## config.mk

```make
export PLATFORM = sky130hd
export DESIGN_NAME = box_threshold_top
export DESIGN_NICKNAME = d
export VERILOG_FILES = /design/src/hw/box_geom_pkg.sv /design/src/hw/scan_ctrl_pkg.sv /design/src/hw/box_threshold_top.sv /design/src/hw/line_buffer.sv /design/src/hw/scan_ctrl.sv /design/src/hw/threshold_unit.sv /design/src/hw/window_sum.sv
export SDC_FILE = /design/constraint.sdc
export NUM_CORES = 1
export LEC_CHECK = 0
export BUFFER_PORTS_ARGS = -buffer_cell sky130_fd_sc_hd__buf_4
export CAP_MARGIN = 20
export CORE_MARGIN = 2
export CORE_UTILIZATION = 60
export CTS_CLUSTER_SIZE = 30
export DETAILED_ROUTE_END_ITERATION = 8
export GPL_TIMING_DRIVEN = 1
export PLACE_DENSITY = 0.81
export SKIP_CTS_REPAIR_TIMING = 1
export SYNTH_ARGS = -nofsm -noshare
export SYNTH_HDL_FRONTEND = slang
export SYNTH_SLANG_ARGS = --single-unit
```

## constraint.sdc

```tcl
create_clock -name clk -period 6.6 [get_ports clk]
set_clock_uncertainty 0.15 [all_clocks]
set_input_delay 1.32 -clock clk [delete_from_list [all_inputs] [get_ports clk]]
set_output_delay 1.32 -clock clk [all_outputs]
set_load 0.01 [all_outputs]
```

## src/hw/box_geom_pkg.sv

```systemverilog
package box_geom_pkg;

  // grayscale pixel
  localparam int PIX_W = 8;

  // side of the square window
  localparam int WIN = 5;

  // five pixels of one column, 5 * 255 = 1275
  localparam int COL_SUM_W = 11;

  // twenty-five pixels of the window, 25 * 255 = 6375
  localparam int BOX_SUM_W = 13;

  // column and row position inside a frame
  localparam int CNT_W = 10;

  localparam int unsigned MAX_BOX_SUM = WIN * WIN * ((1 << PIX_W) - 1);

endpackage

```

## src/hw/scan_ctrl_pkg.sv

```systemverilog
package scan_ctrl_pkg;

  typedef enum logic [1:0] {
    IDLE,   // waiting for a start of frame
    FILL,   // first four rows going into the line buffer
    RUN,    // full-height columns, windows are produced
    DRAIN   // last pixel in, results still in flight
  } scan_state_e;

  // input register, two adder levels, fifth-pixel add and two column-sum taps
  // bring a column to the running-sum adder after this many cycles
  localparam int SUM_PIPE_DEPTH = 6;

  // the running-sum register adds one more cycle before the box sum is seen
  localparam int WIN_DELAY = SUM_PIPE_DEPTH + 1;

endpackage

```

## src/hw/box_threshold_top.sv

```systemverilog
`timescale 1ns/1ps

module box_threshold_top #(
  parameter int COLS = 8,
  parameter int ROWS = 8
) (
  input  logic                               clk,
  input  logic                               rst_n,
  input  logic                               i_valid,
  input  logic                               i_sof,
  input  logic [box_geom_pkg::PIX_W-1:0]     i_pixel,
  input  logic [box_geom_pkg::BOX_SUM_W-1:0] i_offset,
  output logic                               o_valid,
  output logic [box_geom_pkg::BOX_SUM_W-1:0] o_sum,
  output logic [box_geom_pkg::PIX_W-1:0]     o_center,
  output logic                               o_bin
);

  logic [box_geom_pkg::PIX_W-1:0]     col_0;
  logic [box_geom_pkg::PIX_W-1:0]     col_1;
  logic [box_geom_pkg::PIX_W-1:0]     col_2;
  logic [box_geom_pkg::PIX_W-1:0]     col_3;
  logic [box_geom_pkg::PIX_W-1:0]     col_4;
  logic                               col_valid;
  logic                               count_en;
  logic                               sum_en;
  logic                               sub_en;
  logic                               load_en;
  logic                               clear;
  logic                               win_valid;
  logic                               col_last;
  logic                               rows_ready;
  logic [box_geom_pkg::BOX_SUM_W-1:0] box_sum;
  logic [box_geom_pkg::PIX_W-1:0]     center;

  line_buffer #(
    .COLS (COLS)
  ) u_line_buffer (
    .clk         (clk),
    .rst_n       (rst_n),
    .i_valid     (i_valid),
    .i_sof       (i_sof),
    .i_pixel     (i_pixel),
    .o_col_0     (col_0),
    .o_col_1     (col_1),
    .o_col_2     (col_2),
    .o_col_3     (col_3),
    .o_col_4     (col_4),
    .o_col_valid (col_valid)
  );

  window_sum #(
    .COLS (COLS),
    .ROWS (ROWS)
  ) u_window_sum (
    .clk          (clk),
    .rst_n        (rst_n),
    .i_col_valid  (col_valid),
    .i_col_0      (col_0),
    .i_col_1      (col_1),
    .i_col_2      (col_2),
    .i_col_3      (col_3),
    .i_col_4      (col_4),
    .i_count_en   (count_en),
    .i_sum_en     (sum_en),
    .i_sub_en     (sub_en),
    .i_load_en    (load_en),
    .i_clear      (clear),
    .o_box_sum    (box_sum),
    .o_center     (center),
    .o_col_last   (col_last),
    .o_rows_ready (rows_ready)
  );

  scan_ctrl #(
    .COLS (COLS),
    .ROWS (ROWS)
  ) u_scan_ctrl (
    .clk          (clk),
    .rst_n        (rst_n),
    .i_valid      (i_valid),
    .i_sof        (i_sof),
    .i_col_last   (col_last),
    .i_rows_ready (rows_ready),
    .o_count_en   (count_en),
    .o_sum_en     (sum_en),
    .o_sub_en     (sub_en),
    .o_load_en    (load_en),
    .o_clear      (clear),
    .o_win_valid  (win_valid)
  );

  threshold_unit u_threshold_unit (
    .clk         (clk),
    .rst_n       (rst_n),
    .i_win_valid (win_valid),
    .i_box_sum   (box_sum),
    .i_center    (center),
    .i_offset    (i_offset),
    .o_valid     (o_valid),
    .o_sum       (o_sum),
    .o_center    (o_center),
    .o_bin       (o_bin)
  );

endmodule

```

## src/hw/line_buffer.sv

```systemverilog
`timescale 1ns/1ps

module line_buffer #(
  parameter int COLS = 8
) (
  input  logic                           clk,
  input  logic                           rst_n,
  input  logic                           i_valid,
  input  logic                           i_sof,
  input  logic [box_geom_pkg::PIX_W-1:0] i_pixel,
  output logic [box_geom_pkg::PIX_W-1:0] o_col_0,
  output logic [box_geom_pkg::PIX_W-1:0] o_col_1,
  output logic [box_geom_pkg::PIX_W-1:0] o_col_2,
  output logic [box_geom_pkg::PIX_W-1:0] o_col_3,
  output logic [box_geom_pkg::PIX_W-1:0] o_col_4,
  output logic                           o_col_valid
);

  localparam int PW    = box_geom_pkg::PIX_W;
  localparam int DEPTH = box_geom_pkg::WIN - 1;
  localparam int AW    = (COLS > 1) ? $clog2(COLS) : 1;

  logic [PW-1:0] row_mem [DEPTH][COLS];  // row_mem[0] is the row just above
  logic [AW-1:0] wr_col;
  logic [AW-1:0] col_idx;

  assign col_idx = i_sof ? '0 : wr_col;  // the first pixel of a frame is column 0

  always_ff @(posedge clk) begin
    if (!rst_n) begin
      wr_col <= '0;
    end else if (i_valid) begin
      wr_col <= (col_idx == AW'(COLS - 1)) ? '0 : col_idx + 1'b1;
    end
  end

  // each pixel pushes its column one row down and drops the oldest row
  always_ff @(posedge clk) begin
    if (i_valid) begin
      row_mem[0][col_idx] <= i_pixel;
      for (int k = 1; k < DEPTH; k++) begin
        row_mem[k][col_idx] <= row_mem[k-1][col_idx];
      end
    end
  end

  always_ff @(posedge clk) begin
    if (i_valid) begin
      o_col_4 <= i_pixel;
      o_col_3 <= row_mem[0][col_idx];
      o_col_2 <= row_mem[1][col_idx];
      o_col_1 <= row_mem[2][col_idx];
      o_col_0 <= row_mem[3][col_idx];  // oldest row of the window
    end
  end

  always_ff @(posedge clk) begin
    if (!rst_n) begin
      o_col_valid <= 1'b0;
    end else begin
      o_col_valid <= i_valid;
    end
  end

  a_sof_in_stream : assert property (@(posedge clk) disable iff (!rst_n)
    i_sof |-> i_valid);

endmodule

```

## src/hw/scan_ctrl.sv

```systemverilog
`timescale 1ns/1ps

module scan_ctrl #(
  parameter int COLS = 8,
  parameter int ROWS = 8
) (
  input  logic clk,
  input  logic rst_n,
  input  logic i_valid,
  input  logic i_sof,
  input  logic i_col_last,
  input  logic i_rows_ready,
  output logic o_count_en,
  output logic o_sum_en,
  output logic o_sub_en,
  output logic o_load_en,
  output logic o_clear,
  output logic o_win_valid
);

  localparam int WIN        = box_geom_pkg::WIN;
  localparam int FRAME_WINS = (ROWS - WIN + 1) * (COLS - WIN + 1);
  localparam int WC_W       = 2 * box_geom_pkg::CNT_W;
  localparam int FILL_W     = $clog2(WIN + 1);
  localparam int DLY        = scan_ctrl_pkg::SUM_PIPE_DEPTH;
  localparam int WDLY       = scan_ctrl_pkg::WIN_DELAY;
  localparam int DRAIN_W    = $clog2(WDLY);

  scan_ctrl_pkg::scan_state_e state;
  scan_ctrl_pkg::scan_state_e state_nxt;

  logic              col_v;      // a column is at the window_sum input
  logic [FILL_W-1:0] fill_cnt;   // columns of the current row, saturates at WIN
  logic [WC_W-1:0]   win_cnt;
  logic [DRAIN_W-1:0] drain_cnt;
  logic              load_in;
  logic              sub_in;
  logic              win_in;
  logic              last_win;
  logic              drain_done;
  logic [2:0]        ctl_pipe [DLY];
  logic              win_pipe [WDLY];

  assign o_clear    = i_sof;  // counters restart one cycle ahead of column 0
  assign o_count_en = (state != scan_ctrl_pkg::IDLE);

  assign load_in    = col_v && (fill_cnt == '0);
  assign sub_in     = col_v && (fill_cnt == FILL_W'(WIN));
  assign win_in     = col_v && (state == scan_ctrl_pkg::RUN) && i_rows_ready &&
                      (fill_cnt >= FILL_W'(WIN - 1));
  assign last_win   = (win_cnt == WC_W'(FRAME_WINS - 1));
  assign drain_done = (drain_cnt == DRAIN_W'(WDLY - 1));

  always_ff @(posedge clk) begin
    if (!rst_n) begin
      col_v <= 1'b0;
    end else begin
      col_v <= i_valid;
    end
  end

  always_comb begin
    state_nxt = state;
    if (i_sof) begin
      state_nxt = scan_ctrl_pkg::FILL;  // also restarts a frame that is still running
    end else begin
      case (state)
        scan_ctrl_pkg::IDLE: state_nxt = scan_ctrl_pkg::IDLE;
        scan_ctrl_pkg::FILL: begin
          if (col_v && i_rows_ready) begin
            state_nxt = scan_ctrl_pkg::RUN;
          end
        end
        scan_ctrl_pkg::RUN: begin
          if (win_in && last_win) begin
            state_nxt = scan_ctrl_pkg::DRAIN;
          end
        end
        scan_ctrl_pkg::DRAIN: begin
          if (drain_done) begin
            state_nxt = scan_ctrl_pkg::IDLE;
          end
        end
        default: state_nxt = scan_ctrl_pkg::IDLE;
      endcase
    end
  end

  always_ff @(posedge clk) begin
    if (!rst_n) begin
      state <= scan_ctrl_pkg::IDLE;
    end else begin
      state <= state_nxt;
    end
  end

  always_ff @(posedge clk) begin
    if (!rst_n) begin
      fill_cnt <= '0;
      win_cnt  <= '0;
    end else if (i_sof) begin
      fill_cnt <= '0;
      win_cnt  <= '0;
    end else if (col_v) begin
      if (i_col_last) begin
        fill_cnt <= '0;
      end else if (fill_cnt != FILL_W'(WIN)) begin
        fill_cnt <= fill_cnt + 1'b1;
      end
      if (win_in) begin
        win_cnt <= last_win ? '0 : win_cnt + 1'b1;
      end
    end
  end

  always_ff @(posedge clk) begin
    if (!rst_n) begin
      drain_cnt <= '0;
    end else if (state == scan_ctrl_pkg::DRAIN) begin
      drain_cnt <= drain_cnt + 1'b1;
    end else begin
      drain_cnt <= '0;
    end
  end

  // enables meet the column at the running-sum adder, the flag meets the box sum
  always_ff @(posedge clk) begin
    if (!rst_n) begin
      for (int k = 0; k < DLY; k++) begin
        ctl_pipe[k] <= '0;
      end
      for (int k = 0; k < WDLY; k++) begin
        win_pipe[k] <= 1'b0;
      end
    end else begin
      ctl_pipe[0] <= {col_v, sub_in, load_in};
      for (int k = 1; k < DLY; k++) begin
        ctl_pipe[k] <= ctl_pipe[k-1];
      end
      win_pipe[0] <= win_in;
      for (int k = 1; k < WDLY; k++) begin
        win_pipe[k] <= win_pipe[k-1];
      end
    end
  end

  assign {o_sum_en, o_sub_en, o_load_en} = ctl_pipe[DLY-1];
  assign o_win_valid = win_pipe[WDLY-1];

  // DRAIN has to outlast the flag delay line
  a_no_win_in_idle : assert property (@(posedge clk) disable iff (!rst_n)
    (state == scan_ctrl_pkg::IDLE) |-> !o_win_valid);

endmodule

```

## src/hw/threshold_unit.sv

```systemverilog
`timescale 1ns/1ps

module threshold_unit (
  input  logic                               clk,
  input  logic                               rst_n,
  input  logic                               i_win_valid,
  input  logic [box_geom_pkg::BOX_SUM_W-1:0] i_box_sum,
  input  logic [box_geom_pkg::PIX_W-1:0]     i_center,
  input  logic [box_geom_pkg::BOX_SUM_W-1:0] i_offset,
  output logic                               o_valid,
  output logic [box_geom_pkg::BOX_SUM_W-1:0] o_sum,
  output logic [box_geom_pkg::PIX_W-1:0]     o_center,
  output logic                               o_bin
);

  localparam int SW = box_geom_pkg::BOX_SUM_W;
  localparam logic [SW:0] MAX_REF = (SW + 1)'(box_geom_pkg::MAX_BOX_SUM);

  logic [SW-1:0] center_ext;
  logic [SW-1:0] center_x25;
  logic [SW:0]   ref_raw;
  logic [SW-1:0] ref_sat;
  logic          bin_nxt;

  assign center_ext = SW'(i_center);
  assign center_x25 = (center_ext << 4) + (center_ext << 3) + center_ext;  // 16c + 8c + c
  assign ref_raw    = {1'b0, i_box_sum} + {1'b0, i_offset};

  // 25 * centre never exceeds MAX_BOX_SUM, so clamping the reference keeps the answer
  assign ref_sat = (ref_raw > MAX_REF) ? MAX_REF[SW-1:0] : ref_raw[SW-1:0];
  assign bin_nxt = (center_x25 > ref_sat);

  always_ff @(posedge clk) begin
    if (!rst_n) begin
      o_valid <= 1'b0;
    end else begin
      o_valid <= i_win_valid;
    end
  end

  always_ff @(posedge clk) begin
    o_sum    <= i_box_sum;
    o_center <= i_center;
    o_bin    <= bin_nxt;
  end

endmodule

```

## src/hw/window_sum.sv

```systemverilog
`timescale 1ns/1ps

module window_sum #(
  parameter int COLS = 8,
  parameter int ROWS = 8
) (
  input  logic                               clk,
  input  logic                               rst_n,
  input  logic                               i_col_valid,
  input  logic [box_geom_pkg::PIX_W-1:0]     i_col_0,
  input  logic [box_geom_pkg::PIX_W-1:0]     i_col_1,
  input  logic [box_geom_pkg::PIX_W-1:0]     i_col_2,
  input  logic [box_geom_pkg::PIX_W-1:0]     i_col_3,
  input  logic [box_geom_pkg::PIX_W-1:0]     i_col_4,
  input  logic                               i_count_en,
  input  logic                               i_sum_en,
  input  logic                               i_sub_en,
  input  logic                               i_load_en,
  input  logic                               i_clear,
  output logic [box_geom_pkg::BOX_SUM_W-1:0] o_box_sum,
  output logic [box_geom_pkg::PIX_W-1:0]     o_center,
  output logic                               o_col_last,
  output logic                               o_rows_ready
);

  localparam int PW  = box_geom_pkg::PIX_W;
  localparam int CSW = box_geom_pkg::COL_SUM_W;
  localparam int SW  = box_geom_pkg::BOX_SUM_W;
  localparam int CW  = box_geom_pkg::CNT_W;
  localparam int WIN = box_geom_pkg::WIN;

  // input register, two adder levels and the fifth-pixel add
  localparam int TREE_STAGES  = 4;
  localparam int CUR_TAP      = scan_ctrl_pkg::SUM_PIPE_DEPTH - TREE_STAGES - 1;
  localparam int OLD_TAP      = CUR_TAP + WIN;
  localparam int HIST_DEPTH   = OLD_TAP + 1;
  // the centre column entered WIN/2 columns before the one that closes the window
  localparam int CENTER_DELAY = scan_ctrl_pkg::WIN_DELAY + WIN / 2;

  logic [CW-1:0]   col_cnt;
  logic [CW-1:0]   row_cnt;
  logic            col_step;
  logic [PW-1:0]   px0, px1, px2, px3, px4;
  logic [PW:0]     s01, s23;
  logic [PW+1:0]   s0123;
  logic [PW-1:0]   p4_d1, p4_d2;
  logic [CSW-1:0]  col_sum_q;
  logic [CSW-1:0]  cs_hist [HIST_DEPTH];
  logic [SW-1:0]   run_sum;
  logic [SW-1:0]   run_base;
  logic [SW-1:0]   cur_ext;
  logic [SW-1:0]   old_ext;
  logic [PW-1:0]   ctr_pipe [CENTER_DELAY];

  assign col_step     = i_count_en && i_col_valid;
  assign o_col_last   = (col_cnt == CW'(COLS - 1));
  assign o_rows_ready = (row_cnt >= CW'(WIN - 1));  // four rows already sit in the line buffer

  always_ff @(posedge clk) begin
    if (!rst_n) begin
      col_cnt <= '0;
      row_cnt <= '0;
    end else if (i_clear) begin
      col_cnt <= '0;
      row_cnt <= '0;
    end else if (col_step) begin
      if (o_col_last) begin
        col_cnt <= '0;
        row_cnt <= (row_cnt == CW'(ROWS - 1)) ? '0 : row_cnt + 1'b1;
      end else begin
        col_cnt <= col_cnt + 1'b1;
      end
    end
  end

  always_ff @(posedge clk) begin
    px0 <= i_col_0;
    px1 <= i_col_1;
    px2 <= i_col_2;
    px3 <= i_col_3;
    px4 <= i_col_4;
  end

  always_ff @(posedge clk) begin
    s01   <= (PW+1)'(px0) + (PW+1)'(px1);
    s23   <= (PW+1)'(px2) + (PW+1)'(px3);
    p4_d1 <= px4;
    s0123 <= (PW+2)'(s01) + (PW+2)'(s23);
    p4_d2 <= p4_d1;
    col_sum_q <= CSW'(s0123) + CSW'(p4_d2);
  end

  // free-running history, columns of a frame arrive on consecutive cycles
  always_ff @(posedge clk) begin
    cs_hist[0] <= col_sum_q;
    for (int k = 1; k < HIST_DEPTH; k++) begin
      cs_hist[k] <= cs_hist[k-1];
    end
  end

  assign cur_ext  = SW'(cs_hist[CUR_TAP]);
  assign old_ext  = i_sub_en ? SW'(cs_hist[OLD_TAP]) : '0;
  assign run_base = i_load_en ? '0 : run_sum;

  // not touched by i_clear, the last windows of the previous frame may still be summing
  always_ff @(posedge clk) begin
    if (!rst_n) begin
      run_sum <= '0;
    end else if (i_sum_en) begin
      run_sum <= run_base + cur_ext - old_ext;
    end
  end

  assign o_box_sum = run_sum;

  always_ff @(posedge clk) begin
    ctr_pipe[0] <= i_col_2;  // middle row of the column
    for (int k = 1; k < CENTER_DELAY; k++) begin
      ctr_pipe[k] <= ctr_pipe[k-1];
    end
  end

  assign o_center = ctr_pipe[CENTER_DELAY-1];

  // holds only if load and subtract arrive from scan_ctrl on the right columns
  a_box_sum_range : assert property (@(posedge clk) disable iff (!rst_n)
    o_box_sum <= box_geom_pkg::MAX_BOX_SUM);

endmodule

```

==> results.toml <==
[yosys]
yosysSeqAreaShare_pct = 67.8
syn_avg_cell_area_sq_um = 12.3
synthTopCellsByArea = "edfxtp_1, dfxtp_1, ha_1, nand2_1, a21oi_1"
yosys_most_used_dff = "dfxtp_1"
synth_top_area_cell = "edfxtp_1"
yosysWarnings = 0
ys_ff_latch = 645
synthTopCellsByCount = "dfxtp_1, nand2_1, edfxtp_1, a21oi_1, ha_1"
synthArstFlopShare_pct = 0
syn_nets = 2044
syn_inst = 1900
yosysUniqueCellTypes = 62
synth.top_cell.area_share_pct = 37.9
synth-edff-count = 296
synth.most_common_cell = "dfxtp_1"
synth_area_sq_mm = 0.0234

[sta]
hold_viol_final = 0
setup_violations = 0
fmax_mhz = 211
finalSetupTns_ns = 0
slew_headroom_pct = 36.9
worstMarginPinSlew_ns = 0.944
finalCriticalPeriod_ns = 4.73
period_share_pct = 71.6
rsz0062_at_grt = "false"
slew_violations = 0

[power_and_ir_drop]
switchingPower_mw = 2.37
p_per_area_mw_per_mm2 = 371
p_sw_share_pct = 24.1
power_frac_clock_pct = 37.2
comb_power_share_pct = 13.7
p_total_mw = 9.83
p_int_mw = 7.46
max-vdd-ir-drop_mv = 0.273
p_leak_nw = 10.4
seq_power_share_pct = 49.1

[floorplan]
rows = 72
die_area_sq_mm = 0.0406
start_util_pct = 60.8
ios = 48
fp.dieH_um = 202
core_sq_mm = 0.0386
die_w_um = 202

[cells_and_area]
area_growth_syn_to_layout_pct = 13.2
regArea_sq_mm = 0.0159
num_antenna_cells = 0
design_area_sq_mm = 0.0265
layout.nets = 2109
multiInputGateArea_sq_mm = 0.00704
layout-drive-gt1-share_pct = 9.33
fillers = 2602
fin_util_pct = 68.8

[placed_design]
dp_hpwl_um = 26300
postPlaceCellArea_sq_mm = 0.0244
place_congestion = 0.822
portBuffers = 47

[route]
routed.top_layer = "met4"
met3_length_um = 2890
first_pass_iters = 7
wl_um = 44500
wl_met1_um = 17700
wl_per_cell_um = 17.6
drc = 0
final_antenna_net_count = 0
met2WireLength_um = 22800
drtIter0Drc = 1004
via_count = 14044
viasPerCell = 5.54

[global_routing]
grt_pass1_wl_um = 71400
grt_usage_pct = 22.1
antenna_found_initial = 0
grt_pass1_vias = 14255
gr-total-overflow = 0
grt_max_degree = 71

[hold_path]
min_path_type = "reg2reg"

[clocking]
numCtsBuffers = 59
clock_latency_ns = 0.62
clk_path_buf_depth = 3
clkTransAtPathRegs_ns = 0.06
cts_tree = "yes"
cts.sinks = 645
cts_max_level = 2
root_buffer = "clkbuf_16"

[critical_path]
cpMostUsedCell = "a21oi_1"
cp_slowest_cell = "o311ai_0"
end_kind = "flip-flop"
crit_family = "compound AO/OA/AOI/OAI gates"
worst_setup_path_start_kind = "input pin"
crit_chain = "buf_4 > ha_1 > and3_1 > a211oi_2 > a21oi_1 > o311ai_0 > a211oi_2 > and4bb_4 > a21oi_2 > nor2_1 > ha_1 > a21oi_1 > nor2b_1 > o21ai_0 > o311ai_0 > a21oi_1 > nor2b_1 > o21ai_0 > a21oi_1"
path_class = "in2reg"
critical_path_required_ns = 6.94
r2r_slack_ns = 2.32
cp_num_buf_inv = 1
path_max_fanout = 5
critPathMaxStageDelay_ns = 0.68
crit_arrival_ns = 5.07

[run_status]
outcome = "complete, no violations"

[run]
drv_cap = 0
-- metrics by stage --
| stage | instances | setup slack [ns] | hold WS (ns) |
|---|---|---|---|
| 2_1_floorplan | 1900 | 1.82 | 0.160 |
| 3_3_place_gp | 2422 | 1.34 | 0.160 |
| 3_5_place_dp | 2422 | 1.35 | 0.162 |
| 4_1_cts | 2533 | 1.98 | 0.173 |
| 5_1_grt | 2533 | 1.51 | 0.178 |
| 6_report | 2533 | 1.87 | 0.172 |
-- worst paths after layout --
| path | cells past startpoint | endpoint | startpoint |
|---|---|---|---|
| setup / recovery | 19 | u_threshold_unit.o_bin | i_offset[2] |
| hold / removal | 0 | u_window_sum.ctr_pipe[0][49] | u_window_sum.ctr_pipe[0][41] |
| setup reg to reg | 18 | u_threshold_unit.o_bin | u_window_sum.o_box_sum[3] |
| hold reg to reg | 0 | u_window_sum.ctr_pipe[0][49] | u_window_sum.ctr_pipe[0][41] |
-- per-layer routing --
layer	global-route usage, %	vias to the layer above
met5	0	-
met4	8.11	0
met3	4.02	104
met2	39.5	505
met1	26.8	6728
li1	-	6707
-- power groups by stage --
stage	clock network [mW]	registers (mW)	logic, mW
detailed placement	0	4.90	1.32
global placement	0	4.88	1.26
global route	3.87	4.87	1.53
floorplan	0	4.85	1.03
CTS	3.72	4.83	1.36
finish	3.66	4.82	1.35
-- flip-flops by register name, indices dropped and copies added, names as in the netlist, 9 cells and up --
register and cells:
u_window_sum.o_box_sum 13, u_window_sum.col_sum_q 11, u_line_buffer.row_mem 256, u_window_sum.cs_hist 77, u_window_sum.ctr_pipe 65, u_scan_ctrl.ctl_pipe 18
u_window_sum.row_cnt 10, u_threshold_unit.o_sum 13, u_window_sum.s23 9, u_window_sum.col_cnt 10, u_window_sum.s0123 10, u_scan_ctrl.win_cnt 20
u_window_sum.s01 9
-- cell families after synthesis --
| logic type | count (synthesis) | share of synthesized area, % |
|---|---|---|
| fa+ha+maj | 119 | 7.03 |
| simple gates | 592 | 11.7 |
| compound gates | 299 | 7.49 |
| xor+xnor | 78 | 2.92 |
| flops | 645 | 67.8 |
| mux | 14 | 0.598 |
| buf+inv | 153 | 2.47 |
-- worst reg2reg max path, delay by kind of cell (launching register included) --
| kind | cells | cell delay (ns) |
|---|---|---|
| flip-flops | 1 | 0.41 |
| AND/OR/NAND/NOR | 5 | 0.64 |
| AO/OA/AOI/OAI | 11 | 2.33 |
| adder cells (fa/ha/maj) | 2 | 0.61 |
-- placed cells by master, fill, tap and decap left out, drive strengths merged, types with 37 or more instances in the layout --
cell,instances
nor2,91
ha,98
clkbuf,77
buf,63
a21oi,181
nand2,303
inv,94
xnor2,53
edfxtp,296
dfxtp,349
and2,37
-- area by class of cell --
cell class	instances	area share (%)
Clock buffer	77	6.24
Inverter	94	1.33
Multi-Input combinational cell	1102	26.6
Sequential cell	645	59.8
Timing Repair Buffer	63	1.78
Tap cell	518	2.44
Clock inverter	34	1.81
(Power assumes the default switching activity.)
